--- config.mk ---
export PLATFORM = sky130hd
export DESIGN_NAME = execute_core
export DESIGN_NICKNAME = d
export VERILOG_FILES = /design/src/source/rv32i_pkg.sv /design/src/source/execute_core.sv /design/src/source/retire_pipe.sv /design/src/source/execute_stage.sv /design/src/source/forwarding_unit.sv /design/src/source/alu.sv
export SDC_FILE = /design/constraint.sdc
export NUM_CORES = 1
export LEC_CHECK = 0
export BUFFER_PORTS_ARGS = -buffer_cell sky130_fd_sc_hd__buf_2
export CAP_MARGIN = 30
export CORE_ASPECT_RATIO = 1.2
export CORE_MARGIN = 2
export CORE_UTILIZATION = 35
export DETAILED_ROUTE_END_ITERATION = 12
export PLACE_DENSITY_LB_ADDON = 0.1
export RECOVER_POWER = 50
export REMOVE_ABC_BUFFERS = 1
export SKIP_LAST_GASP = 1
export SYNTH_ARGS = -nofsm -noshare
export SYNTH_HDL_FRONTEND = slang
export SYNTH_SLANG_ARGS = --single-unit
--- constraint.sdc ---
create_clock -name clk_i -period 15.2 [get_ports clk_i]
set_input_delay 2.28 -clock clk_i [delete_from_list [all_inputs] [get_ports clk_i]]
set_output_delay 2.28 -clock clk_i [all_outputs]
set_load 0.005 [all_outputs]
--- src/source/rv32i_pkg.sv ---
`default_nettype none

package rv32i_pkg;

    localparam int xlen      = 32;
    localparam int reg_idx_w = 5;
    localparam int shamt_w   = 5;

    typedef logic [xlen-1:0]      rv32i_word;
    typedef logic [reg_idx_w-1:0] rv32i_reg;

    localparam rv32i_word pc_incr  = 32'd4;
    localparam rv32i_reg  reg_zero = '0;

    // ************************************************************************
    // Encodings
    // ************************************************************************

    typedef enum logic [6:0] {
        op_lui   = 7'b0110111,
        op_auipc = 7'b0010111,
        op_jal   = 7'b1101111,
        op_jalr  = 7'b1100111,
        op_br    = 7'b1100011,
        op_load  = 7'b0000011,
        op_store = 7'b0100011,
        op_imm   = 7'b0010011,
        op_reg   = 7'b0110011,
        op_csr   = 7'b1110011
    } rv32i_opcode;

    typedef enum logic [2:0] {
        alu_add = 3'b000,
        alu_sll = 3'b001,
        alu_sra = 3'b010,
        alu_sub = 3'b011,
        alu_xor = 3'b100,
        alu_srl = 3'b101,
        alu_or  = 3'b110,
        alu_and = 3'b111
    } alu_ops;

    // Same values as the branch funct3 field
    typedef enum logic [2:0] {
        beq  = 3'b000,
        bne  = 3'b001,
        blt  = 3'b100,
        bge  = 3'b101,
        bltu = 3'b110,
        bgeu = 3'b111
    } branch_funct3_t;

    typedef enum logic {
        alumux1_rs1_out = 1'b0,
        alumux1_pc_out  = 1'b1
    } alumux1_sel_t;

    typedef enum logic [2:0] {
        alumux2_i_imm   = 3'b000,
        alumux2_u_imm   = 3'b001,
        alumux2_b_imm   = 3'b010,
        alumux2_s_imm   = 3'b011,
        alumux2_j_imm   = 3'b100,
        alumux2_rs2_out = 3'b101
    } alumux2_sel_t;

    typedef enum logic {
        cmpmux_rs2_out = 1'b0,
        cmpmux_i_imm   = 1'b1
    } cmpmux_sel_t;

    typedef enum logic [1:0] {
        fwd_id_ex  = 2'b00,
        fwd_ex_mem = 2'b01,
        fwd_mem_wb = 2'b10
    } forwardingmux_sel_t;

    typedef enum logic [1:0] {
        regfilemux_alu_out  = 2'b00,
        regfilemux_br_en    = 2'b01,
        regfilemux_u_imm    = 2'b10,
        regfilemux_pc_plus4 = 2'b11
    } regfilemux_sel_t;

    // ************************************************************************
    // Control word, instruction views and stage packets
    // ************************************************************************

    typedef struct packed {
        alu_ops          aluop;
        branch_funct3_t  cmpop;
        alumux1_sel_t    alumux1_sel;
        alumux2_sel_t    alumux2_sel;
        cmpmux_sel_t     cmpmux_sel;
        regfilemux_sel_t regfilemux_sel;
        logic            load_regfile;
        logic            mem_read;
        logic            mem_write;
    } rv32i_control_word;

    typedef struct packed {
        logic [6:0]  funct7;
        rv32i_reg    rs2;
        rv32i_reg    rs1;
        logic [2:0]  funct3;
        rv32i_reg    rd;
        rv32i_opcode opcode;
    } rv32i_r_view_t;

    // Raw immediate bits, split where the formats cut the word
    typedef struct packed {
        logic        sign;
        logic [5:0]  f30_25;
        logic [3:0]  f24_21;
        logic        f20;
        logic [7:0]  f19_12;
        logic [3:0]  f11_8;
        logic        f7;
        rv32i_opcode opcode;
    } rv32i_imm_view_t;

    typedef union packed {
        rv32i_r_view_t   r;
        rv32i_imm_view_t imm;
    } rv32i_instr_u;

    typedef struct packed {
        logic              valid;
        rv32i_word         pc;
        rv32i_instr_u      instr;
        rv32i_word         rs1_data;
        rv32i_word         rs2_data;
        rv32i_control_word ctrl;
    } id_ex_t;

    typedef struct packed {
        logic              valid;
        rv32i_word         pc;
        rv32i_instr_u      instr;
        rv32i_control_word ctrl;
        rv32i_word         alu_out;
        logic              br_en;
        rv32i_word         rs2_fwd;
        rv32i_word         u_imm;
        rv32i_word         pc_plus4;
        rv32i_reg          rd;
    } ex_mem_t;

    typedef struct packed {
        logic      valid;
        rv32i_reg  rd;
        logic      load_regfile;
        rv32i_word data;
    } wb_t;

endpackage : rv32i_pkg

`default_nettype wire
--- src/source/execute_core.sv ---
`timescale 1ns/1ps
`default_nettype none

module execute_core (
    input  logic               clk_i,
    input  logic               rst_i,
    input  rv32i_pkg::id_ex_t  id_ex_i,
    output rv32i_pkg::ex_mem_t ex_mem_o,
    output rv32i_pkg::wb_t     wb_o
);

    rv32i_pkg::forwardingmux_sel_t fwd_a;
    rv32i_pkg::forwardingmux_sel_t fwd_b;
    rv32i_pkg::ex_mem_t            ex_result;
    rv32i_pkg::rv32i_word          mem_fwd_data;

    // ************************************************************************
    // Execute, combinational
    // ************************************************************************

    forwarding_unit fwd0 (
        .clk_i    (clk_i),
        .rst_i    (rst_i),
        .id_ex_i  (id_ex_i),
        .ex_mem_i (ex_mem_o),
        .wb_i     (wb_o),
        .fwd_a_o  (fwd_a),
        .fwd_b_o  (fwd_b)
    );

    execute_stage stage0 (
        .id_ex_i        (id_ex_i),
        .fwd_a_i        (fwd_a),
        .fwd_b_i        (fwd_b),
        .mem_fwd_data_i (mem_fwd_data),
        .wb_i           (wb_o),
        .ex_result_o    (ex_result)
    );

    // ************************************************************************
    // EX/MEM and MEM/WB
    // ************************************************************************

    retire_pipe retire0 (
        .clk_i          (clk_i),
        .rst_i          (rst_i),
        .ex_result_i    (ex_result),
        .ex_mem_o       (ex_mem_o),
        .mem_fwd_data_o (mem_fwd_data),
        .wb_o           (wb_o)
    );

endmodule : execute_core

`default_nettype wire

--- src/source/retire_pipe.sv ---
`timescale 1ns/1ps
`default_nettype none

module retire_pipe (
    input  logic                 clk_i,
    input  logic                 rst_i,
    input  rv32i_pkg::ex_mem_t   ex_result_i,
    output rv32i_pkg::ex_mem_t   ex_mem_o,
    output rv32i_pkg::rv32i_word mem_fwd_data_o,
    output rv32i_pkg::wb_t       wb_o
);

    rv32i_pkg::ex_mem_t   ex_mem_q;
    rv32i_pkg::wb_t       wb_q;
    rv32i_pkg::rv32i_word wb_value;

    // ************************************************************************
    // EX/MEM register
    // ************************************************************************

    always_ff @(posedge clk_i) begin
        ex_mem_q <= ex_result_i;
        if (rst_i) begin
            ex_mem_q.valid             <= 1'b0;
            ex_mem_q.ctrl.load_regfile <= 1'b0;
        end
    end

    // Write-back value of the instruction now in EX/MEM
    always_comb begin
        wb_value = ex_mem_q.alu_out;
        unique case (ex_mem_q.ctrl.regfilemux_sel)
            rv32i_pkg::regfilemux_alu_out: begin
                wb_value = ex_mem_q.alu_out;
            end
            rv32i_pkg::regfilemux_br_en: begin
                wb_value = {{(rv32i_pkg::xlen-1){1'b0}}, ex_mem_q.br_en};
            end
            rv32i_pkg::regfilemux_u_imm: begin
                wb_value = ex_mem_q.u_imm;
            end
            rv32i_pkg::regfilemux_pc_plus4: begin
                wb_value = ex_mem_q.pc_plus4;
            end
        endcase
    end

    // ************************************************************************
    // MEM/WB register
    // ************************************************************************

    always_ff @(posedge clk_i) begin
        wb_q.rd   <= ex_mem_q.rd;
        wb_q.data <= wb_value;
        if (rst_i) begin
            wb_q.valid        <= 1'b0;
            wb_q.load_regfile <= 1'b0;
        end else begin
            wb_q.valid        <= ex_mem_q.valid;
            // Bubbles never write the register file
            wb_q.load_regfile <= ex_mem_q.valid && ex_mem_q.ctrl.load_regfile;
        end
    end

    assign ex_mem_o       = ex_mem_q;
    assign mem_fwd_data_o = wb_value;
    assign wb_o           = wb_q;

    // One cycle from EX/MEM to MEM/WB, no slip
    assert property (@(posedge clk_i) disable iff (rst_i)
        wb_q.valid == $past(ex_mem_q.valid))
        else $error("MEM/WB valid does not follow EX/MEM valid");

endmodule : retire_pipe

`default_nettype wire

--- src/source/execute_stage.sv ---
`timescale 1ns/1ps
`default_nettype none

module execute_stage (
    input  rv32i_pkg::id_ex_t             id_ex_i,
    input  rv32i_pkg::forwardingmux_sel_t fwd_a_i,
    input  rv32i_pkg::forwardingmux_sel_t fwd_b_i,
    input  rv32i_pkg::rv32i_word          mem_fwd_data_i,
    input  rv32i_pkg::wb_t                wb_i,
    output rv32i_pkg::ex_mem_t            ex_result_o
);

    rv32i_pkg::rv32i_imm_view_t iv;
    rv32i_pkg::rv32i_word i_imm;
    rv32i_pkg::rv32i_word s_imm;
    rv32i_pkg::rv32i_word b_imm;
    rv32i_pkg::rv32i_word u_imm;
    rv32i_pkg::rv32i_word j_imm;
    rv32i_pkg::rv32i_word fwd_a_data;
    rv32i_pkg::rv32i_word fwd_b_data;
    rv32i_pkg::rv32i_word alumux1_out;
    rv32i_pkg::rv32i_word alumux2_out;
    rv32i_pkg::rv32i_word cmp_b;
    rv32i_pkg::rv32i_word alu_out;
    logic br_en;

    // ************************************************************************
    // Immediates
    // ************************************************************************

    assign iv    = id_ex_i.instr.imm;
    assign i_imm = {{21{iv.sign}}, iv.f30_25, iv.f24_21, iv.f20};
    assign s_imm = {{21{iv.sign}}, iv.f30_25, iv.f11_8, iv.f7};
    assign b_imm = {{20{iv.sign}}, iv.f7, iv.f30_25, iv.f11_8, 1'b0};
    assign u_imm = {iv.sign, iv.f30_25, iv.f24_21, iv.f20, iv.f19_12, 12'h000};
    assign j_imm = {{12{iv.sign}}, iv.f19_12, iv.f20, iv.f30_25, iv.f24_21, 1'b0};

    // ************************************************************************
    // Operand muxes
    // ************************************************************************

    always_comb begin
        fwd_a_data = id_ex_i.rs1_data;
        case (fwd_a_i)
            rv32i_pkg::fwd_ex_mem: fwd_a_data = mem_fwd_data_i;
            rv32i_pkg::fwd_mem_wb: fwd_a_data = wb_i.data;
            default:               fwd_a_data = id_ex_i.rs1_data;
        endcase

        fwd_b_data = id_ex_i.rs2_data;
        case (fwd_b_i)
            rv32i_pkg::fwd_ex_mem: fwd_b_data = mem_fwd_data_i;
            rv32i_pkg::fwd_mem_wb: fwd_b_data = wb_i.data;
            default:               fwd_b_data = id_ex_i.rs2_data;
        endcase
    end

    always_comb begin
        alumux1_out = (id_ex_i.ctrl.alumux1_sel == rv32i_pkg::alumux1_pc_out) ?
                      id_ex_i.pc : fwd_a_data;

        case (id_ex_i.ctrl.alumux2_sel)
            rv32i_pkg::alumux2_u_imm:   alumux2_out = u_imm;
            rv32i_pkg::alumux2_b_imm:   alumux2_out = b_imm;
            rv32i_pkg::alumux2_s_imm:   alumux2_out = s_imm;
            rv32i_pkg::alumux2_j_imm:   alumux2_out = j_imm;
            rv32i_pkg::alumux2_rs2_out: alumux2_out = fwd_b_data;
            default:                    alumux2_out = i_imm;
        endcase
    end

    alu alu0 (
        .aluop_i (id_ex_i.ctrl.aluop),
        .a_i     (alumux1_out),
        .b_i     (alumux2_out),
        .f_o     (alu_out)
    );

    // Comparator, also used by slt and sltu
    always_comb begin
        cmp_b = (id_ex_i.ctrl.cmpmux_sel == rv32i_pkg::cmpmux_i_imm) ? i_imm : fwd_b_data;
        case (id_ex_i.ctrl.cmpop)
            rv32i_pkg::beq:  br_en = (fwd_a_data == cmp_b);
            rv32i_pkg::bne:  br_en = (fwd_a_data != cmp_b);
            rv32i_pkg::blt:  br_en = ($signed(fwd_a_data) < $signed(cmp_b));
            rv32i_pkg::bge:  br_en = ($signed(fwd_a_data) >= $signed(cmp_b));
            rv32i_pkg::bltu: br_en = (fwd_a_data < cmp_b);
            rv32i_pkg::bgeu: br_en = (fwd_a_data >= cmp_b);
            default:         br_en = 1'b0;
        endcase
    end

    always_comb begin
        ex_result_o.valid    = id_ex_i.valid;
        ex_result_o.pc       = id_ex_i.pc;
        ex_result_o.instr    = id_ex_i.instr;
        ex_result_o.ctrl     = id_ex_i.ctrl;
        ex_result_o.alu_out  = alu_out;
        ex_result_o.br_en    = br_en;
        ex_result_o.rs2_fwd  = fwd_b_data;
        ex_result_o.u_imm    = u_imm;
        ex_result_o.pc_plus4 = id_ex_i.pc + rv32i_pkg::pc_incr;
        ex_result_o.rd       = id_ex_i.instr.r.rd;
    end

    // Decode and forwarding selects stay inside their encodings
    always_comb begin
        if (id_ex_i.valid) begin
            assert final (id_ex_i.ctrl.alumux2_sel inside {rv32i_pkg::alumux2_i_imm,
                    rv32i_pkg::alumux2_u_imm, rv32i_pkg::alumux2_b_imm,
                    rv32i_pkg::alumux2_s_imm, rv32i_pkg::alumux2_j_imm,
                    rv32i_pkg::alumux2_rs2_out})
                else $error("alumux2_sel out of range");
            assert final (fwd_a_i != 2'b11 && fwd_b_i != 2'b11)
                else $error("forwarding select out of range");
        end
    end

endmodule : execute_stage

`default_nettype wire

--- src/source/forwarding_unit.sv ---
`timescale 1ns/1ps
`default_nettype none

module forwarding_unit (
    input  logic                          clk_i,
    input  logic                          rst_i,
    input  rv32i_pkg::id_ex_t             id_ex_i,
    input  rv32i_pkg::ex_mem_t            ex_mem_i,
    input  rv32i_pkg::wb_t                wb_i,
    output rv32i_pkg::forwardingmux_sel_t fwd_a_o,
    output rv32i_pkg::forwardingmux_sel_t fwd_b_o
);

    rv32i_pkg::rv32i_reg rs1;
    rv32i_pkg::rv32i_reg rs2;
    logic ex_mem_writes;
    logic wb_writes;

    assign rs1 = id_ex_i.instr.r.rs1;
    assign rs2 = id_ex_i.instr.r.rs2;

    // Only live register writes are candidates
    assign ex_mem_writes = ex_mem_i.valid && ex_mem_i.ctrl.load_regfile &&
                           (ex_mem_i.rd != rv32i_pkg::reg_zero);
    assign wb_writes     = wb_i.valid && wb_i.load_regfile &&
                           (wb_i.rd != rv32i_pkg::reg_zero);

    // Younger result in EX/MEM wins over MEM/WB
    function automatic rv32i_pkg::forwardingmux_sel_t pick_source(rv32i_pkg::rv32i_reg src);
        rv32i_pkg::forwardingmux_sel_t sel;
        sel = rv32i_pkg::fwd_id_ex;
        if (ex_mem_writes && (ex_mem_i.rd == src)) begin
            sel = rv32i_pkg::fwd_ex_mem;
        end else if (wb_writes && (wb_i.rd == src)) begin
            sel = rv32i_pkg::fwd_mem_wb;
        end
        return sel;
    endfunction

    always_comb begin
        fwd_a_o = pick_source(rs1);
        fwd_b_o = pick_source(rs2);
    end

    // x0 always reads from ID/EX
    assert property (@(posedge clk_i) disable iff (rst_i)
        (rs1 == rv32i_pkg::reg_zero) |-> (fwd_a_o == rv32i_pkg::fwd_id_ex))
        else $error("x0 forwarded on operand a");

    assert property (@(posedge clk_i) disable iff (rst_i)
        (rs2 == rv32i_pkg::reg_zero) |-> (fwd_b_o == rv32i_pkg::fwd_id_ex))
        else $error("x0 forwarded on operand b");

endmodule : forwarding_unit

`default_nettype wire

--- src/source/alu.sv ---
`timescale 1ns/1ps
`default_nettype none

module alu (
    input  rv32i_pkg::alu_ops    aluop_i,
    input  rv32i_pkg::rv32i_word a_i,
    input  rv32i_pkg::rv32i_word b_i,
    output rv32i_pkg::rv32i_word f_o
);

    logic [rv32i_pkg::shamt_w-1:0] shamt;

    assign shamt = b_i[rv32i_pkg::shamt_w-1:0];

    always_comb begin
        f_o = a_i + b_i;
        unique case (aluop_i)
            rv32i_pkg::alu_add: begin
                f_o = a_i + b_i;
            end
            rv32i_pkg::alu_sll: begin
                f_o = a_i << shamt;
            end
            rv32i_pkg::alu_sra: begin
                f_o = rv32i_pkg::rv32i_word'($signed(a_i) >>> shamt);
            end
            rv32i_pkg::alu_sub: begin
                f_o = a_i - b_i;
            end
            rv32i_pkg::alu_xor: begin
                f_o = a_i ^ b_i;
            end
            rv32i_pkg::alu_srl: begin
                f_o = a_i >> shamt;
            end
            rv32i_pkg::alu_or: begin
                f_o = a_i | b_i;
            end
            rv32i_pkg::alu_and: begin
                f_o = a_i & b_i;
            end
        endcase
    end

endmodule : alu

`default_nettype wire

==> results of run 1 <==
## power groups by stage
stage                     clock network, W  registers [W]  logic (W)
after floorplan                          0       0.000664   0.000456
after global placement                   0       0.000687   0.000797
after detailed placement                 0       0.000688   0.000795
after CTS                         0.000667       0.000675   0.000800
after global routing              0.000683       0.000679   0.000867
final                             0.000658       0.000677   0.000815
## kinds of logic after synthesis
kind of cell,after synthesis,synth area share (%)
other cells,1,0.0211
compound gates,619,23.1
fa+ha+maj,134,9.46
simple gates,569,15.6
flops,215,24.2
buf+inv,279,7.59
mux,254,14.9
xor+xnor,106,5.22
## final cells by class
type / instances / area share, %
inverters: 95 / 1.72
well taps: 644 / 3.88
clock buffers: 36 / 3.56
flip-flops and latches: 215 / 20.7
repair buffers: 439 / 10.6
diodes: 1 / 0.0120
multi-input cells: 1694 / 58.9
clock inverters: 10 / 0.681
## cells in the mapped netlist (all sizes together), types with 9 or more instances
cell / n
dfxtp: 215
mux2i: 180
nand2: 157
o21ai: 153
ha: 133
nor2: 119
a21oi: 117
buf: 101
inv: 93
nand3: 90
clkbuf: 83
xnor2: 77
a31oi: 75
mux2: 73
nor3: 58
a22o: 33
nand2b: 29
xor2: 29
o22ai: 24
or4: 22
a211oi: 21
a21o: 21
o211ai: 21
and3: 20
a22oi: 19
a221oi: 18
nor2b: 16
and2: 13
o21a: 13
nand4: 12
o31ai: 12
a21boi: 11
a211o: 10
or3: 10
a221o: 9
## how the worst min path moves through the flow
stage,from,end,slack [ns],cells after the start
final,retire0.ex_mem_o[159],retire0.wb_o[35],0.46,0
after global routing,retire0.ex_mem_o[159],retire0.wb_o[35],0.47,0
after CTS,retire0.ex_mem_o[157],retire0.wb_o[33],0.46,0
after detailed placement,retire0.ex_mem_o[159],retire0.wb_o[35],0.46,0
after global placement,retire0.ex_mem_o[159],retire0.wb_o[35],0.45,0
after floorplan,retire0.ex_mem_o[161],retire0.wb_o[37],0.44,0
## state kept, by name, summed over array words and instances (netlist names)
signal            cells
retire0.ex_mem_o    176
retire0.wb_o         39
## metal layers
layer | GRT usage (%) | vias to the layer above | wire length (um)
met5 | 0 | - | 0
met4 | 16.0 | 0 | 5000
met3 | 3.39 | 231 | 6300
met2 | 56.9 | 1085 | 43400
met1 | 42.4 | 9369 | 37400
li1 | - | 8543 | -
## metrics by stage
stage / std cells / setup WS, ns
after floorplan: 2004 / 5.90
after global placement: 3086 / 5.80
after detailed placement: 3087 / 5.65
after CTS: 3133 / 6.21
after global routing: 3133 / 5.44
final: 3134 / 5.80
==> results.ini, run 1 <==
[worst_setup_path]
cp.depth=22
regToRegSetupSlack_ns=6.64
reg2reg_depth=23
r2r-start=retire0.ex_mem_o[138]
worstPathMaxFanout=48
end_kind=flip-flop
crit_path_start_kind=input port
cp.required_ns=15.65
cp.arrival_ns=9.86
critPathTopFamily=simple AND/OR/NAND/NOR gates
path_cells=clkbuf_1 -> xor2_1 -> or4_1 -> or2_4 -> a31oi_2 -> a21bo_2 -> buf_4 -> inv_2 -> buf_4 -> and2_0 -> a21oi_1 -> xnor2_1 -> ha_1 -> a21boi_0 -> or4b_2 -> a21oi_1 -> nor4_1 -> a31oi_1 -> o31ai_1 -> a311oi_1 -> xnor2_1 -> a211o_1
endpoint=retire0.ex_mem_o[133]
rr_endpoint=retire0.ex_mem_o[133]
slowest_stage=or4_1
worstSetupStartpoint=id_ex_i[104]
crit_buf_inv=4
cpPeakStageDelay_ns=0.92
path_class=in2reg

[sta]
fin_worst_skew_ns=0.0366
final_hold_viol_count=0
fin_hold_ws_ns=0.461
fin_crit_ns=9.40
worst_slew_pin_slew_ns=2.50
final.period_utilization_pct=61.9
setup_viol=0
drv_slew=105
slew_headroom_pct=-66.9
fmaxAchievable_mhz=106
grt_setup_unrepaired=no
fin_tns_setup_ns=0

[cts]
insertion_delay_ns=0.57
tritoncts=built
cts_setup_buffers=0
cts_buffer_depth=3
cts-hold-fix-buffers=0
htreeDepth=1
cts-root-buf=clkbuf_16
cts_sinks=215
cts_made_buffers=26
ctsResizeCount=0
path_clk_slew_ns=0.06

[power_and_ir_drop]
total_leakage_power_nw=9.18
power_switching_w=0.000845
total_power_w=0.00215
intPower_w=0.00130
swShare_pct=39.3
seqPwrFrac_pct=31.5
clockPowerShare_pct=30.6
p_comb_share_pct=37.9
ir_drop_mv=0.0713
p_per_area_nw_per_um2=103

[synthesis]
ys_top_cells_by_area=dfxtp_1 24%, mux2i_1 10%, ha_1 9.4%
synth_cells=2177
synth_top_area_cell=dfxtp_1
seq_area_frac_synth_pct=24.2
synth.top_cell.area_share_pct=24.2
yosysWarnings=0
synth_cell_types=95
postSynthAreaPerCell_sq_um=8.18
netlist_area_sq_um=17800
dominantRegCellSynth=dfxtp_1
synth_seq_cells=215
synth_edf_count=0
synthArstFlopShare_pct=0

[final_layout]
regArea_sq_um=4300
drive_gt1_share_pct=19.6
n_fill_cell=5258
fin_util_pct=41.4
nNetsFinal=2752
finalInstanceArea_sq_um=20800
final_common_cell=buf_2
layout_common_cells=285 x buf_2, 215 x dfxtp_1, 180 x mux2i_1
multi_input_area_sq_um=12200
area_delta_synth_final_pct=16.7

[placement]
port_buffers=388
dp_hpwl_um=72800
globalplace.congestion=1.01
place_area_sq_um=20000

[floorplan]
coreArea_sq_um=50200
die-width_um=210
ios=401
die_y_um=251
dieArea_sq_um=52700
rows=90
start_util_pct=35.4

[drt]
vias=19200
drtPass1Iterations=6
drt_wl_total_um=92100
viasPerCell=6.14
remaining_drc_errors=0
drtIter0Drc=1965
ant_nets=0
post_drt_wl_per_cell_um=29.4

[status]
outcome=finished, violations left
violations=capacitance limit, slew limit

[grt]
track_usage_pct=33.5
grt_pass1_vias=18200
grt_pass1_wl_um=130000
grt_overflow_total=0
antenna_found_initial=2
grt_max_degree=49

[flow_run]
maxCapViolations=3

[worst_hold_path]
hold_path_class=reg2reg

Power figures use the tool's default switching activity.
==> run 2: changes to the inputs <==
Clock period 15.2 ns to 8.26 ns, I/O delays scaled along.
==> run 2 against run 1 <==
- the flow still finishes with violations (capacitance limit, slew limit)
- sequential share of layout area down 0.098 points
- hold slack got worse by 0.0053 ns
- final area grew 0.48%
- utilization rose by 0.20 points
- critical path type unchanged
- largest power group unchanged
- highest routed layer unchanged
==> results.ini, run 2 (synthesized netlist as in run 1, its figures left out) <==
[worst_setup_path]
cpPeakStageDelay_ns=0.69  ; -0.23 ns
worstPathMaxFanout=10  ; -79%
path_cells=clkbuf_1 -> xor2_1 -> or4_1 -> buf_4 -> o21ai_1 -> a31oi_1 -> a221oi_4 -> ha_1 -> nand3_1 -> nor3_2 -> inv_1 -> o21ai_0 -> xnor2_1 -> ha_1 -> a21o_1 -> a21oi_1 -> a2bb2oi_1 -> and3_1 -> nor4_1 -> a31oi_1 -> o31ai_1 -> a311oi_1 -> xnor2_1 -> a211o_1
cp.arrival_ns=7.81  ; -2.05 ns
cp.required_ns=8.68  ; -6.97 ns
crit_path_start_kind=input port
slowest_stage=or4_1
end_kind=flip-flop
path_class=in2reg

[cts]
tritoncts=built
cts_buffer_depth=3  ; unchanged
cts_sinks=215  ; unchanged
cts-root-buf=clkbuf_16
cts_made_buffers=25  ; -3.8%
cts-hold-fix-buffers=0  ; unchanged
path_clk_slew_ns=0.06  ; about the same
htreeDepth=1  ; unchanged
insertion_delay_ns=0.55  ; -0.02 ns
ctsResizeCount=0  ; unchanged
cts_setup_buffers=0  ; unchanged

[sta]
drv_slew=113  ; +7.6%
fmaxAchievable_mhz=135
setup_ws_ns=0.868  ; -4.93 ns
final.period_utilization_pct=89.5
grt_setup_unrepaired=no
fin_crit_ns=7.39
setup_viol=0  ; unchanged
fin_tns_setup_ns=0  ; unchanged
final_hold_viol_count=0  ; unchanged
worst_slew_pin_slew_ns=2.11  ; -0.395 ns
slew_headroom_pct=-40.6  ; +26 points
fin_worst_skew_ns=0.0182  ; -0.0184 ns

[drt]
viasPerCell=6.10  ; -0.52%
drt_wl_total_um=93600  ; +1.6%
drtPass1Iterations=8  ; +2
ant_nets=0  ; unchanged
remaining_drc_errors=0  ; unchanged
drtIter0Drc=1857  ; -5.5%
vias=19200  ; -0.17%
post_drt_wl_per_cell_um=29.8  ; +1.3%

[final_layout]
stdcell_count=3145  ; +0.35%
n_fill_cell=5247  ; -0.21%
area_delta_synth_final_pct=17.3
final_common_cell=buf_2
nNetsFinal=2763  ; +0.40%
largest_reg_flops=176  ; unchanged
drive_gt1_share_pct=20.2  ; +0.63 points
layout_common_cells=291 x buf_2, 215 x dfxtp_1, 180 x mux2i_1

[floorplan]
rows=90  ; unchanged
coreArea_sq_um=50200  ; unchanged
ios=401  ; unchanged
dieArea_sq_um=52700  ; unchanged
die-width_um=210  ; unchanged
start_util_pct=35.4  ; unchanged
die_y_um=251  ; unchanged

[placement]
place_ws_ns=0.707  ; -4.94 ns
dp_hpwl_um=75000  ; +3.1%
globalplace.congestion=1.04  ; +2.7%
dp.cells=3099  ; +0.39%
port_buffers=388  ; unchanged

[power_and_ir_drop]
total_power_w=0.00400  ; +86%
ir_drop_mv=0.123  ; +72%
p_per_area_nw_per_um2=192  ; +85%
total_leakage_power_nw=9.24  ; +0.71%

[status]
violations=capacitance limit, slew limit
outcome=finished, violations left

[worst_hold_path]
hold_path_class=reg2reg

[grt]
track_usage_pct=34.0  ; +0.54 points
antenna_found_initial=4  ; +2
grt_pass1_vias=18400  ; +1.3%
grt_overflow_total=0  ; unchanged
grt_max_degree=52  ; +6.1%
grt_pass1_wl_um=132000  ; +1.0%

[flow_run]
maxCapViolations=4  ; +1

-- run 2: cell count changes in the layout (fill, tap and decap cells not counted), sizes merged --
cell,previous run,this run
bufinv,3,6
clkbuf,144,133
clkinvlp,0,2
buf,331,348
inv,96,94
clkinv,6,8
-- run 2: cell type report --
cell class | count | area (sq um) | area share [%]
Multi-Input combinational cell | 1694 | 12200 | 58.6
Sequential cell | 215 | 4300 | 20.6
Timing Repair Buffer | 451 | 2270 | 10.9
Tap cell | 644 | 806 | 3.86
Clock buffer | 30 | 674 | 3.23
Inverter | 95 | 357 | 1.71
Clock inverter | 15 | 238 | 1.14
Antenna cell | 1 | 2.50 | 0.0120
-- run 2: final timing paths --
check,slack [ns],endpoint,startpoint,depth (start not counted)
worst max-delay path,0.87,retire0.ex_mem_o[133],id_ex_i[104],24
worst min-delay path,0.46,retire0.wb_o[35],retire0.ex_mem_o[159],0
worst max register to register,1.14,retire0.ex_mem_o[133],retire0.ex_mem_o[138],22
worst min register to register,0.46,retire0.wb_o[35],retire0.ex_mem_o[159],0
-- run 2: metal layers --
| metal | vias up | global-route usage [%] | part of all wire (%) |
|---|---|---|---|
| met1 | 9356 | 42.1 | 40 |
| met4 | 0 | 17.3 | 5.9 |
| met5 | - | 0 | 0 |
| met2 | 1053 | 58.1 | 47 |
| li1 | 8551 | - | - |
| met3 | 236 | 4.05 | 6.7 |
-- run 2: metrics by stage --
step / area (sq um) / hold WS [ns] / util (%)
floorplan: 16800 / 0.437 / -
global placement: 20100 / 0.444 / 40.0
detailed placement: 20100 / 0.448 / 40.0
CTS: 21000 / 0.460 / 41.9
global route: 20900 / 0.475 / 41.6
finish: 20900 / 0.455 / 41.6
-- run 2: power by group --
group / internal, W / switching (W) / leakage (nW) / total, W
clock: 0.000769 / 0.000479 / 0.445 / 0.00125
combinational: 0.000544 / 0.000970 / 6.99 / 0.00151
sequential: 0.00114 / 0.000105 / 1.81 / 0.00124
total: 0.00245 / 0.00155 / 9.24 / 0.00400
-- run 2: worst max-delay path, delay by kind of cell --
| family | cells | cell delay (ns) |
|---|---|---|
| and+or+nand+nor | 5 | 1.87 |
| adders and majority gates | 2 | 0.65 |
| xor gates and xnor gates | 3 | 0.47 |
| AOI/OAI and AO/OA | 11 | 2.76 |
| buffers and inverters | 3 | 0.81 |
